### config.mk
export PLATFORM = sky130hd
export DESIGN_NAME = fme_top
export DESIGN_NICKNAME = d
export VERILOG_FILES = /design/src/hw/fme_pkg.sv /design/src/hw/wb_pkg.sv /design/src/hw/fme_host_port.sv /design/src/hw/row_interpolator.sv /design/src/hw/halfpel_merge.sv /design/src/hw/fme_top.sv
export SDC_FILE = /design/constraint.sdc
export NUM_CORES = 2
export LEC_CHECK = 0
export BUFFER_PORTS_ARGS = -buffer_cell sky130_fd_sc_hd__buf_2
export CAP_MARGIN = 0
export CORE_ASPECT_RATIO = 0.7
export CORE_MARGIN = 2
export CORE_UTILIZATION = 42
export CTS_CLUSTER_SIZE = 20
export DETAILED_ROUTE_END_ITERATION = 10
export GPL_ROUTABILITY_DRIVEN = 0
export SLEW_MARGIN = 20
export SYNTH_ARGS = -nofsm -noshare
export SYNTH_HDL_FRONTEND = slang
export SYNTH_SLANG_ARGS = --single-unit
### constraint.sdc
create_clock -name clock -period 21 [get_ports clock]
set_input_delay 3.15 -clock clock [delete_from_list [all_inputs] [get_ports clock]]
set_output_delay 3.15 -clock clock [all_outputs]
set_load 0.05 [all_outputs]
### src/hw/fme_pkg.sv
`default_nettype none

package fme_pkg;

	localparam int PIXEL_WIDTH    = 8;
	localparam int ROW_PIXELS     = 16;
	localparam int TAPS           = 8;
	localparam int HALF_POSITIONS = ROW_PIXELS - TAPS + 1; // 9 half-pel samples per row
	localparam int FILTER_SHIFT   = 6;
	localparam int SUM_WIDTH      = 16;

	localparam logic signed [SUM_WIDTH-1:0] FILTER_ROUND = 16'sd32;

	// half-pel luma taps, sum is 64
	localparam logic signed [SUM_WIDTH-1:0] FILTER_COEFS [TAPS] = '{
		-16'sd1, 16'sd4, -16'sd11, 16'sd40, 16'sd40, -16'sd11, 16'sd4, -16'sd1
	};

	typedef logic [PIXEL_WIDTH-1:0] pixel_t;
	typedef logic [3:0] position_t;

	typedef struct packed {
		logic      valid;
		position_t position;
	} tap_req_t;

	typedef struct packed {
		logic      valid;
		position_t position;
		pixel_t    pixel;
	} half_sample_t;

	typedef struct packed {
		logic             we;
		logic             row;    // 0 upper, 1 lower
		logic [1:0]       word;
		pixel_t [3:0]     pixels; // pixel 0 in low byte
	} pixel_write_t;

endpackage

`default_nettype wire

### src/hw/wb_pkg.sv
`default_nettype none

package wb_pkg;

	localparam int WB_DATA_WIDTH = 32;
	localparam int WB_ADDR_WIDTH = 5;

	// word address map
	localparam logic [WB_ADDR_WIDTH-1:0] ADDR_UPPER_BASE  = 5'd0;
	localparam logic [WB_ADDR_WIDTH-1:0] ADDR_LOWER_BASE  = 5'd4;
	localparam logic [WB_ADDR_WIDTH-1:0] ADDR_CONTROL     = 5'd8;
	localparam logic [WB_ADDR_WIDTH-1:0] ADDR_STATUS      = 5'd9;
	localparam logic [WB_ADDR_WIDTH-1:0] ADDR_RESULT_BASE = 5'd16;

	typedef struct packed {
		logic                     cyc;
		logic                     stb;
		logic                     we;
		logic [WB_ADDR_WIDTH-1:0] addr;
		logic [WB_DATA_WIDTH-1:0] data;
	} wb_req_t;

	typedef struct packed {
		logic                     ack;
		logic [WB_DATA_WIDTH-1:0] data;
	} wb_rsp_t;

	typedef struct packed {
		logic [WB_DATA_WIDTH-2:0] reserved;
		logic                     start;
	} wb_control_t;

	// same word seen as row pixels or as control
	typedef union packed {
		fme_pkg::pixel_t [3:0] pixels;
		wb_control_t           control;
	} wb_word_u;

endpackage

`default_nettype wire

### src/hw/fme_host_port.sv
`timescale 1ns/1ps
`default_nettype none

module fme_host_port (
	input  wire                                 clock,
	input  wire                                 reset,
	input  wire wb_pkg::wb_req_t                wb_req,
	input  wire                                 done,
	input  wire [wb_pkg::WB_DATA_WIDTH-1:0]     result_word,
	output wb_pkg::wb_rsp_t                     wb_rsp,
	output fme_pkg::pixel_write_t               pixel_write,
	output fme_pkg::tap_req_t                   tap_req,
	output fme_pkg::position_t                  result_position,
	output logic                                busy
);

	wb_pkg::wb_word_u                 wdata;
	logic                             cycle;
	logic                             pixel_sel;
	logic                             lower_sel;
	logic                             start;
	logic [wb_pkg::WB_DATA_WIDTH-1:0] rdata;
	fme_pkg::position_t               step;

	assign cycle     = wb_req.cyc & wb_req.stb & ~wb_rsp.ack; // first clock of a request
	assign wdata     = wb_req.data;
	assign pixel_sel = wb_req.addr < wb_pkg::ADDR_CONTROL;
	assign lower_sel = wb_req.addr >= wb_pkg::ADDR_LOWER_BASE;

	assign start = cycle & wb_req.we & ~busy
		& (wb_req.addr == wb_pkg::ADDR_CONTROL) & wdata.control.start;

	always_comb begin
		pixel_write.we     = cycle & wb_req.we & pixel_sel & ~busy; // rows frozen during a run
		pixel_write.row    = lower_sel;
		pixel_write.word   = wb_req.addr[1:0]; // word within the row
		pixel_write.pixels = wdata.pixels;
	end

	assign result_position = fme_pkg::position_t'(wb_req.addr - wb_pkg::ADDR_RESULT_BASE);

	always_comb begin
		rdata = '0;
		if (wb_req.addr == wb_pkg::ADDR_STATUS) begin
			rdata[0] = busy;
			rdata[1] = done;
		end else if (wb_req.addr >= wb_pkg::ADDR_RESULT_BASE) begin
			rdata = result_word; // merge zeroes positions past 8
		end
	end

	always_ff @(posedge clock or posedge reset) begin
		if (reset) begin
			wb_rsp <= '0;
		end else begin
			wb_rsp.ack  <= cycle;
			wb_rsp.data <= (cycle && !wb_req.we) ? rdata : '0;
		end
	end

	// run sequencer: one tap request per clock, then wait out the filter pipe
	always_ff @(posedge clock or posedge reset) begin
		if (reset) begin
			busy    <= 1'b0;
			step    <= '0;
			tap_req <= '0;
		end else if (start) begin
			busy          <= 1'b1;
			step          <= '0;
			tap_req.valid <= 1'b0;
		end else if (busy) begin
			tap_req.valid    <= step < fme_pkg::HALF_POSITIONS;
			tap_req.position <= step;
			step             <= step + 1'b1;
			if (step == fme_pkg::HALF_POSITIONS + 2) begin // two filter stages
				busy <= 1'b0;
			end
		end
	end

	ack_single_cycle: assert property (
		@(posedge clock) disable iff (reset) wb_rsp.ack |=> !wb_rsp.ack
	) else $error("ack held for two cycles");

	tap_position_range: assert property (
		@(posedge clock) disable iff (reset)
		tap_req.valid |-> tap_req.position < fme_pkg::HALF_POSITIONS
	) else $error("tap request past last half-pel position");

endmodule

`default_nettype wire

### src/hw/row_interpolator.sv
`timescale 1ns/1ps
`default_nettype none

module row_interpolator (
	input  wire                         clock,
	input  wire                         reset,
	input  wire                         row_select,
	input  wire fme_pkg::pixel_write_t  pixel_write,
	input  wire fme_pkg::tap_req_t      tap_req,
	output fme_pkg::half_sample_t       sample
);

	fme_pkg::pixel_t [fme_pkg::ROW_PIXELS-1:0] row_store;
	logic signed [fme_pkg::SUM_WIDTH-1:0]      tap_sum;
	logic signed [fme_pkg::SUM_WIDTH-1:0]      tap_pixel;
	logic signed [fme_pkg::SUM_WIDTH-1:0]      rounded;
	fme_pkg::pixel_t                           clipped;
	logic                                      s1_valid;
	fme_pkg::position_t                        s1_position;
	logic signed [fme_pkg::SUM_WIDTH-1:0]      s1_sum;

	always_ff @(posedge clock or posedge reset) begin
		if (reset) begin
			row_store <= '0;
		end else if (pixel_write.we && pixel_write.row == row_select) begin
			row_store[{pixel_write.word, 2'b00} +: 4] <= pixel_write.pixels;
		end
	end

	// eight pixels starting at the requested position
	always_comb begin
		tap_sum = '0;
		for (int k = 0; k < fme_pkg::TAPS; k++) begin
			tap_pixel = row_store[tap_req.position + k]; // zero extended
			tap_sum   = tap_sum + fme_pkg::FILTER_COEFS[k] * tap_pixel;
		end
	end

	always_comb begin
		rounded = (s1_sum + fme_pkg::FILTER_ROUND) >>> fme_pkg::FILTER_SHIFT;
		if (rounded[fme_pkg::SUM_WIDTH-1]) begin
			clipped = '0; // negative
		end else if (|rounded[fme_pkg::SUM_WIDTH-2:fme_pkg::PIXEL_WIDTH]) begin
			clipped = '1; // above 255
		end else begin
			clipped = rounded[fme_pkg::PIXEL_WIDTH-1:0];
		end
	end

	always_ff @(posedge clock or posedge reset) begin
		if (reset) begin
			s1_valid    <= 1'b0;
			s1_position <= '0;
			sample      <= '0;
		end else begin
			s1_valid        <= tap_req.valid;
			s1_position     <= tap_req.position;
			sample.valid    <= s1_valid;
			sample.position <= s1_position;
			sample.pixel    <= clipped;
		end
	end

	always_ff @(posedge clock) begin
		s1_sum <= tap_sum;
	end

	row_stable_in_run: assert property (
		@(posedge clock) disable iff (reset) tap_req.valid |=> $stable(row_store)
	) else $error("row store changed during a run");

endmodule

`default_nettype wire

### src/hw/halfpel_merge.sv
`timescale 1ns/1ps
`default_nettype none

module halfpel_merge (
	input  wire                              clock,
	input  wire                              reset,
	input  wire fme_pkg::half_sample_t       upper_sample,
	input  wire fme_pkg::half_sample_t       lower_sample,
	input  wire                              busy,
	input  wire fme_pkg::position_t          result_position,
	output logic [wb_pkg::WB_DATA_WIDTH-1:0] result_word,
	output logic                             done
);

	// per position: [0] upper, [1] lower, [2] merged
	fme_pkg::pixel_t [2:0]            result_buf [fme_pkg::HALF_POSITIONS];
	logic [fme_pkg::PIXEL_WIDTH:0]    pair_sum;
	fme_pkg::pixel_t                  merged;

	always_comb begin
		pair_sum = {1'b0, upper_sample.pixel} + {1'b0, lower_sample.pixel} + 1'b1;
		merged   = pair_sum[fme_pkg::PIXEL_WIDTH:1]; // rounded average
	end

	always_ff @(posedge clock or posedge reset) begin
		if (reset) begin
			for (int p = 0; p < fme_pkg::HALF_POSITIONS; p++) begin
				result_buf[p] <= '0;
			end
			done <= 1'b0;
		end else begin
			if (upper_sample.valid) begin
				result_buf[upper_sample.position] <=
					{merged, lower_sample.pixel, upper_sample.pixel};
			end
			if (upper_sample.valid && upper_sample.position == fme_pkg::HALF_POSITIONS - 1) begin
				done <= 1'b1;
			end else if (busy) begin
				done <= 1'b0; // new run started
			end
		end
	end

	always_comb begin
		result_word = '0;
		if (result_position < fme_pkg::HALF_POSITIONS) begin
			result_word[3*fme_pkg::PIXEL_WIDTH-1:0] = result_buf[result_position];
		end
	end

	rows_in_step: assert property (
		@(posedge clock) disable iff (reset)
		upper_sample.valid == lower_sample.valid
			&& (!upper_sample.valid || upper_sample.position == lower_sample.position)
	) else $error("upper and lower samples out of step");

endmodule

`default_nettype wire

### src/hw/fme_top.sv
`timescale 1ns/1ps
`default_nettype none

module fme_top (
	input  wire                   clock,
	input  wire                   reset,
	input  wire wb_pkg::wb_req_t  wb_req,
	output wb_pkg::wb_rsp_t       wb_rsp
);

	fme_pkg::pixel_write_t            pixel_write;
	fme_pkg::tap_req_t                tap_req;
	fme_pkg::half_sample_t            upper_sample;
	fme_pkg::half_sample_t            lower_sample;
	fme_pkg::position_t               result_position;
	logic [wb_pkg::WB_DATA_WIDTH-1:0] result_word;
	logic                             busy;
	logic                             done;

	fme_host_port host_port (
		.clock           (clock),
		.reset           (reset),
		.wb_req          (wb_req),
		.done            (done),
		.result_word     (result_word),
		.wb_rsp          (wb_rsp),
		.pixel_write     (pixel_write),
		.tap_req         (tap_req),
		.result_position (result_position),
		.busy            (busy)
	);

	row_interpolator upper_row (
		.clock       (clock),
		.reset       (reset),
		.row_select  (1'b0),
		.pixel_write (pixel_write),
		.tap_req     (tap_req),
		.sample      (upper_sample)
	);

	row_interpolator lower_row (
		.clock       (clock),
		.reset       (reset),
		.row_select  (1'b1),
		.pixel_write (pixel_write),
		.tap_req     (tap_req),
		.sample      (lower_sample)
	);

	halfpel_merge merge (
		.clock           (clock),
		.reset           (reset),
		.upper_sample    (upper_sample),
		.lower_sample    (lower_sample),
		.busy            (busy),
		.result_position (result_position),
		.result_word     (result_word),
		.done            (done)
	);

endmodule

`default_nettype wire

### Word level (Yosys, flattened, before mapping)

Cells that the tools add are included.

* register bits after elaboration: 574
* input bits: 42
* output and inout bits: 33
* logic and storage cells: 226

* $add $sub $neg: 32
* multiply operators: 8
* order comparisons: 16
* equality and inequality tests: 4
* shift operators: 9
* multiplexer cells: 58
* bitwise operators: 14
* reductions and logical operators: 11

Operators with widths (count)
* $bmux 8 s4: 16
* $bwmux 128: 2
* $lt 32x5->1 const B: 7
* $bwmux 216: 1
* $add 16x16->16: 10
* $mux 8: 20
* $mux 24: 6
* $shiftx 4x6->16: 8
* $bmux 24 s4: 1
* $demux 24 s4: 1
* $add 16x11->16: 4
* $neg 8->16: 4
* $mul 5x9->14 const A: 4
* $mul 3x8->11 const A: 4
* $add 16x7->16 const B: 2
* $mux 22: 1
* $add 4x3->5 const B: 4
* $shift 4x6->16 const A: 1
* $ge 5x5->1 const B: 3
* $add 4x2->5 const B: 2
* $eq 5x4->1 const B: 2
* $not 4->5: 2
* $add 8x8->9: 1
* $add 9x1->9 const B: 1
* 21 further kinds: 45

### Longest topological paths before layout

* depth in word-level cells: 10
* depth in mapped cells: 43
* gate-level depth less buffers: 36

### Hierarchy

A second synthesis with hierarchy kept.

* cells, all modules: 3883
* area total of the unflattened synthesis: 41678.7 um^2

Modules (own cells, without submodules)
* row_interpolator at lower_row: times used 1, cells each 1382, area each 14757.9 um^2, seq. area each 3873.7 um^2
* row_interpolator at upper_row: times used 1, cells each 1431, area each 14600.3 um^2, seq. area each 3873.7 um^2
* halfpel_merge: times used 1, cells each 911, area each 10427.5 um^2, seq. area each 5430.2 um^2
* fme_host_port: times used 1, cells each 157, area each 1885.6 um^2, seq. area each 1076.0 um^2
* fme_top: times used 1, cells each 2, area each 7.5 um^2, seq. area each 0.0 um^2

### Least setup slack after synthesis

No wires, ideal clock.

* path kind: register -> register
* from: reg host_port.tap_req[1] (netlist name)
* to: reg lower_row.s1_sum[14] (netlist name)
* library setup time: 119 ps
* arrival time: 9579 ps
* data required time: 20881 ps
* setup slack: 11302 ps
* cell stages (with the launch flop): 41
* buffers on the path: 7
* period minus slack after synthesis: 9698 ps
* cell sequence: dfrtp_1 > buf_2 > buf_2 > buf_2 > buf_1 > inv_1 > ha_1 > buf_2 > buf_1 > mux4_2 > nand2_1 > nand2_1 > nand2_1 > o21ai_0 > ha_1 > inv_1 > fa_1 > fa_1 > [5 not listed] > nor2_1 > fa_1 > inv_1 > fa_1 > inv_1 > fa_1 > inv_1 > fa_1 > inv_1 > ha_1 > clkbuf_1 > nand4_1 > nor2_1 > o311ai_0 > o211ai_1 > a21o_1 > a21o_1 > xor2_1

* longest elaborated chain between the ends: 10
* elaborated cells between the ends (all ways): 36
* those cells by class: add/sub (16); mul (4); mux (16)

RTL lines
* $add 4x2->5, or another cell as far along: line row_interpolator.sv:34 `tap_pixel = row_store[tap_req.position + k];`
* $bmux 8 s4 or $mux 8 (tied branches): line row_interpolator.sv:34
* $mux 8 (not written as such) or $neg 8->16 (tied branches): line row_interpolator.sv:34, row_interpolator.sv:35
* $mul 5x9->14 or $add 16x11->16 (tied branches): line row_interpolator.sv:35 `tap_sum = tap_sum + fme_pkg::FILTER_COEFS[k] * tap_pixel;`
* $add 16x16->16 (4 in series): line row_interpolator.sv:35
* $add 16x11->16: line row_interpolator.sv:35
* $add 16x16->16 (*): line row_interpolator.sv:35
* net lower_row.tap_sum (one bit): line row_interpolator.sv:14 `logic signed [fme_pkg::SUM_WIDTH-1:0] tap_sum;`
* to (signal assigned): line row_interpolator.sv:65 `s1_sum <= tap_sum;`
* to (decl): line row_interpolator.sv:20 `logic signed [fme_pkg::SUM_WIDTH-1:0] s1_sum;`

The timed path passes the listed nets; every way through them passes the cells marked *. The select of a mux whose other input is x is not followed.
A chain may end at the register's enable or synchronous reset.

### Final worst setup path

* from: reg host_port.tap_req[0] (netlist name)
* to: reg upper_row.s1_sum[15] (netlist name)

* longest elaborated chain between the ends: 10
* elaborated cells between the ends (all ways): 36
* those cells by class: add/sub (16); mul (4); mux (16)

RTL lines (line)
* $add 4x2->5, or another cell as far along: row_interpolator.sv:34
* $bmux 8 s4 or $mux 8 (tied branches): row_interpolator.sv:34
* $mux 8 (not written as such) or $neg 8->16 (tied branches): row_interpolator.sv:34, row_interpolator.sv:35
* $mul 5x9->14 or $add 16x11->16 (tied branches): row_interpolator.sv:35
* $add 16x16->16 (4 in series): row_interpolator.sv:35
* $add 16x11->16: row_interpolator.sv:35
* $add 16x16->16 (*): row_interpolator.sv:35
* net upper_row.tap_sum (one bit): row_interpolator.sv:14
* to (signal assigned): row_interpolator.sv:65
* to (decl): row_interpolator.sv:20

Marks and branches as above.

==> results_dict.tcl <==
set metrics [dict create \
    grt_pass1_vias 27800 \
    port_buffers 66 \
    hpwlAfterDp_um 82400 \
    netlist_area_um2 39900 \
    place_area_um2 41400 \
    final_hold_viol_count 0 \
    drv_slew 0 \
    grt_max_degree 137 \
    async_flop_share_pct 96.0 \
    area_growth_pct 9.25 \
    final_area_um2 43600 \
    drc_errors 0 \
    wl_met3_um 12800 \
    worstMarginPinSlew_ns 1.25 \
    drt-total-wl_um 119000 \
    wl_per_cell_um 23.8 \
    maxCapViolCount 0 \
    globalRoute.totalOverflow 0 \
    cts_tree "yes" \
    period_minus_slack_ns 10.83 \
    yosys_warnings 0 \
    synth_edf_count 0 \
    hold_buffers 0 \
    antenna_found_initial 2 \
    worstHoldPathType "reg2reg" \
    yosysTopAreaCell "dfrtp_1" \
    synthTopCellsByCount "905 x nand2_1, 534 x dfrtp_1, 367 x mux4_2, 343 x o21ai_0, 296 x inv_1" \
    grt_pass1_wl_um 182000 \
    dr.pass1.iters 5 \
    drive_gt1_share_pct 19.6 \
    met1Wirelength_um 55500 \
    ys_seq_elements 556 \
    critical_path_required_ns 21.55 \
    root_buffer "clkbuf_16" \
    ys_seq_area_share_pct 34.6 \
    synthMostInstantiatedCell "nand2_1" \
    cts-resized-gates 0 \
    regArea_um2 13800 \
    rsz0062_at_grt "no" \
    yosys-top-cells-area "dfrtp_1 34%, mux4_2 21%, nand2_1 8.5%" \
    avgSynthCellArea_um2 10.6 \
    clock.fmax_mhz 92.4 \
    synth_cell_types 53 \
    dieWidth_um 372 \
    drt-initial-drc-count 3081 \
    insertion_delay_ns 0.68 \
    fp.dieArea_um2 97500 \
    whs_ns 0.324 \
    worstPathArrival_ns 11.37 \
    nets 4123 \
    ant_nets 0 \
    wl_met2_um 48700 \
    routed.top_layer "met5" \
    core_area_um2 94000 \
    die_y_um 262 \
    setup_violations 0 \
    ys.flop_type "dfrtp_1" \
    crit_type "reg2reg" \
    fin_crit_sh_pct 51.5 \
    critPathSlowestCell "buf_4" \
    cts_made_buffers 59 \
    rows 94 \
    path_clk_slew_ns 0.06 \
    start_util_pct 42.4 \
    fin_setup_tns_ns 0 \
    io-pin-count 75 \
    cp-start-kind "flip-flop" \
    post_cts_buffers 0 \
    finalClockSkew_ns 0.0563 \
    slowest_delay_ns 0.89 \
    crit_fanout 61 \
    fillers 8628 \
    cp-end-kind "flip-flop" \
    grtUsageTotal_pct 24.8 \
    clkSinkCount 556 \
    h-tree-depth 2 \
    relSlewSlack_pct 16.2 \
    num_vias 29100 \
    outcome "complete, no violations" \
    routed_via_density 5.81 \
    clockBufferDepth 3 \
    placedCellCount 4897 \
    yosysTopAreaCellShare_pct 33.5 \
    fin_cells 5009 \
    synthCells 3757 \
    multiInputGateArea_um2 24100 \
]
## worst max-delay path, delay by kind of cell (launching register included)
kind | cells | cell delay (ns)
XOR/XNOR | 2 | 0.18
buffers and inverters | 9 | 2.86
multiplexers | 2 | 1.17
AO/OA/AOI/OAI | 8 | 1.48
flip-flops | 1 | 0.85
adder cells (fa/ha/maj) | 10 | 3.64
AND/OR/NAND/NOR | 4 | 0.44
## final timing paths
kind                                          start                 endpoint  slack, ns  cells past startpoint
max in group asynchronous                     reset  upper_row.row_store[71]      15.13                      5
hold reg to reg            upper_row.s1_position[3]     upper_row.sample[11]       0.32                      0
min in group asynchronous                     reset     host_port.wb_rsp[18]       2.65                      2
setup / recovery               host_port.tap_req[0]     upper_row.s1_sum[15]      10.17                     35
hold / removal             upper_row.s1_position[3]     upper_row.sample[11]       0.32                      0
setup reg to reg               host_port.tap_req[0]     upper_row.s1_sum[15]      10.17                     35
## final cells by class
cell class                      instances  area share, %
Tap cell                             1248           3.58
Timing Repair Buffer                  133           1.99
Sequential cell                       556           31.7
Clock inverter                         31           1.03
Clock buffer                           78           3.83
Multi-Input combinational cell       2662           55.2
Antenna cell                            1        0.00574
Inverter                              300           2.60
## cells by family (layout without fill, tap and decap cells)
family,Yosys count,count (layout),synth area share [%]
AOI/OAI and AO/OA,578,578,7.95
xor gates and xnor gates,107,107,2.37
adders and majority gates,369,369,14.2
buffers and inverters,546,542,5.50
DFF,556,556,34.6
muxes,506,506,24.5
other,1,9,0.00940
and+or+nand+nor,1094,1094,10.9
## registers in the layout, indices dropped and copies added (netlist names), 4 cells and up
register               count
lower_row.s1_sum          11
host_port.wb_rsp          25
upper_row.sample          13
lower_row.row_store      128
merge.result_buf         216
host_port.step             4
upper_row.row_store      128
upper_row.s1_sum          11
lower_row.sample           8
host_port.tap_req          5
upper_row.s1_position      4
## through the flow
step / worst slack [ns] / util (%)
floorplan: 2.93 / -
global placement: 10.19 / 44.1
detailed placement: 9.99 / 44.1
CTS: 10.03 / 46.3
global route: 9.21 / 46.4
finish: 10.17 / 46.4
## per-layer routing
layer / vias to the layer above / global-route usage [%]
li1: 13000 / -
met5: - / 0
met2: 1285 / 34.2
met3: 159 / 7.02
met1: 14700 / 38.7
met4: 2 / 5.14
## placed cells by master, fill, tap and decap left out, types with 93 or more instances in the layout
cell type  synthesis  final
nand2_1          905    897
dfrtp_1          534    530
mux4_2           367    367
o21ai_0          343    343
inv_1            296    295
ha_1             232    231
fa_1             137    137
a21oi_1          115    115
mux2_2            95     95
nor2_1            93     93
Power is not shown: default switching activity piles up to over one toggle a cycle in this logic, so the estimate is an artifact.
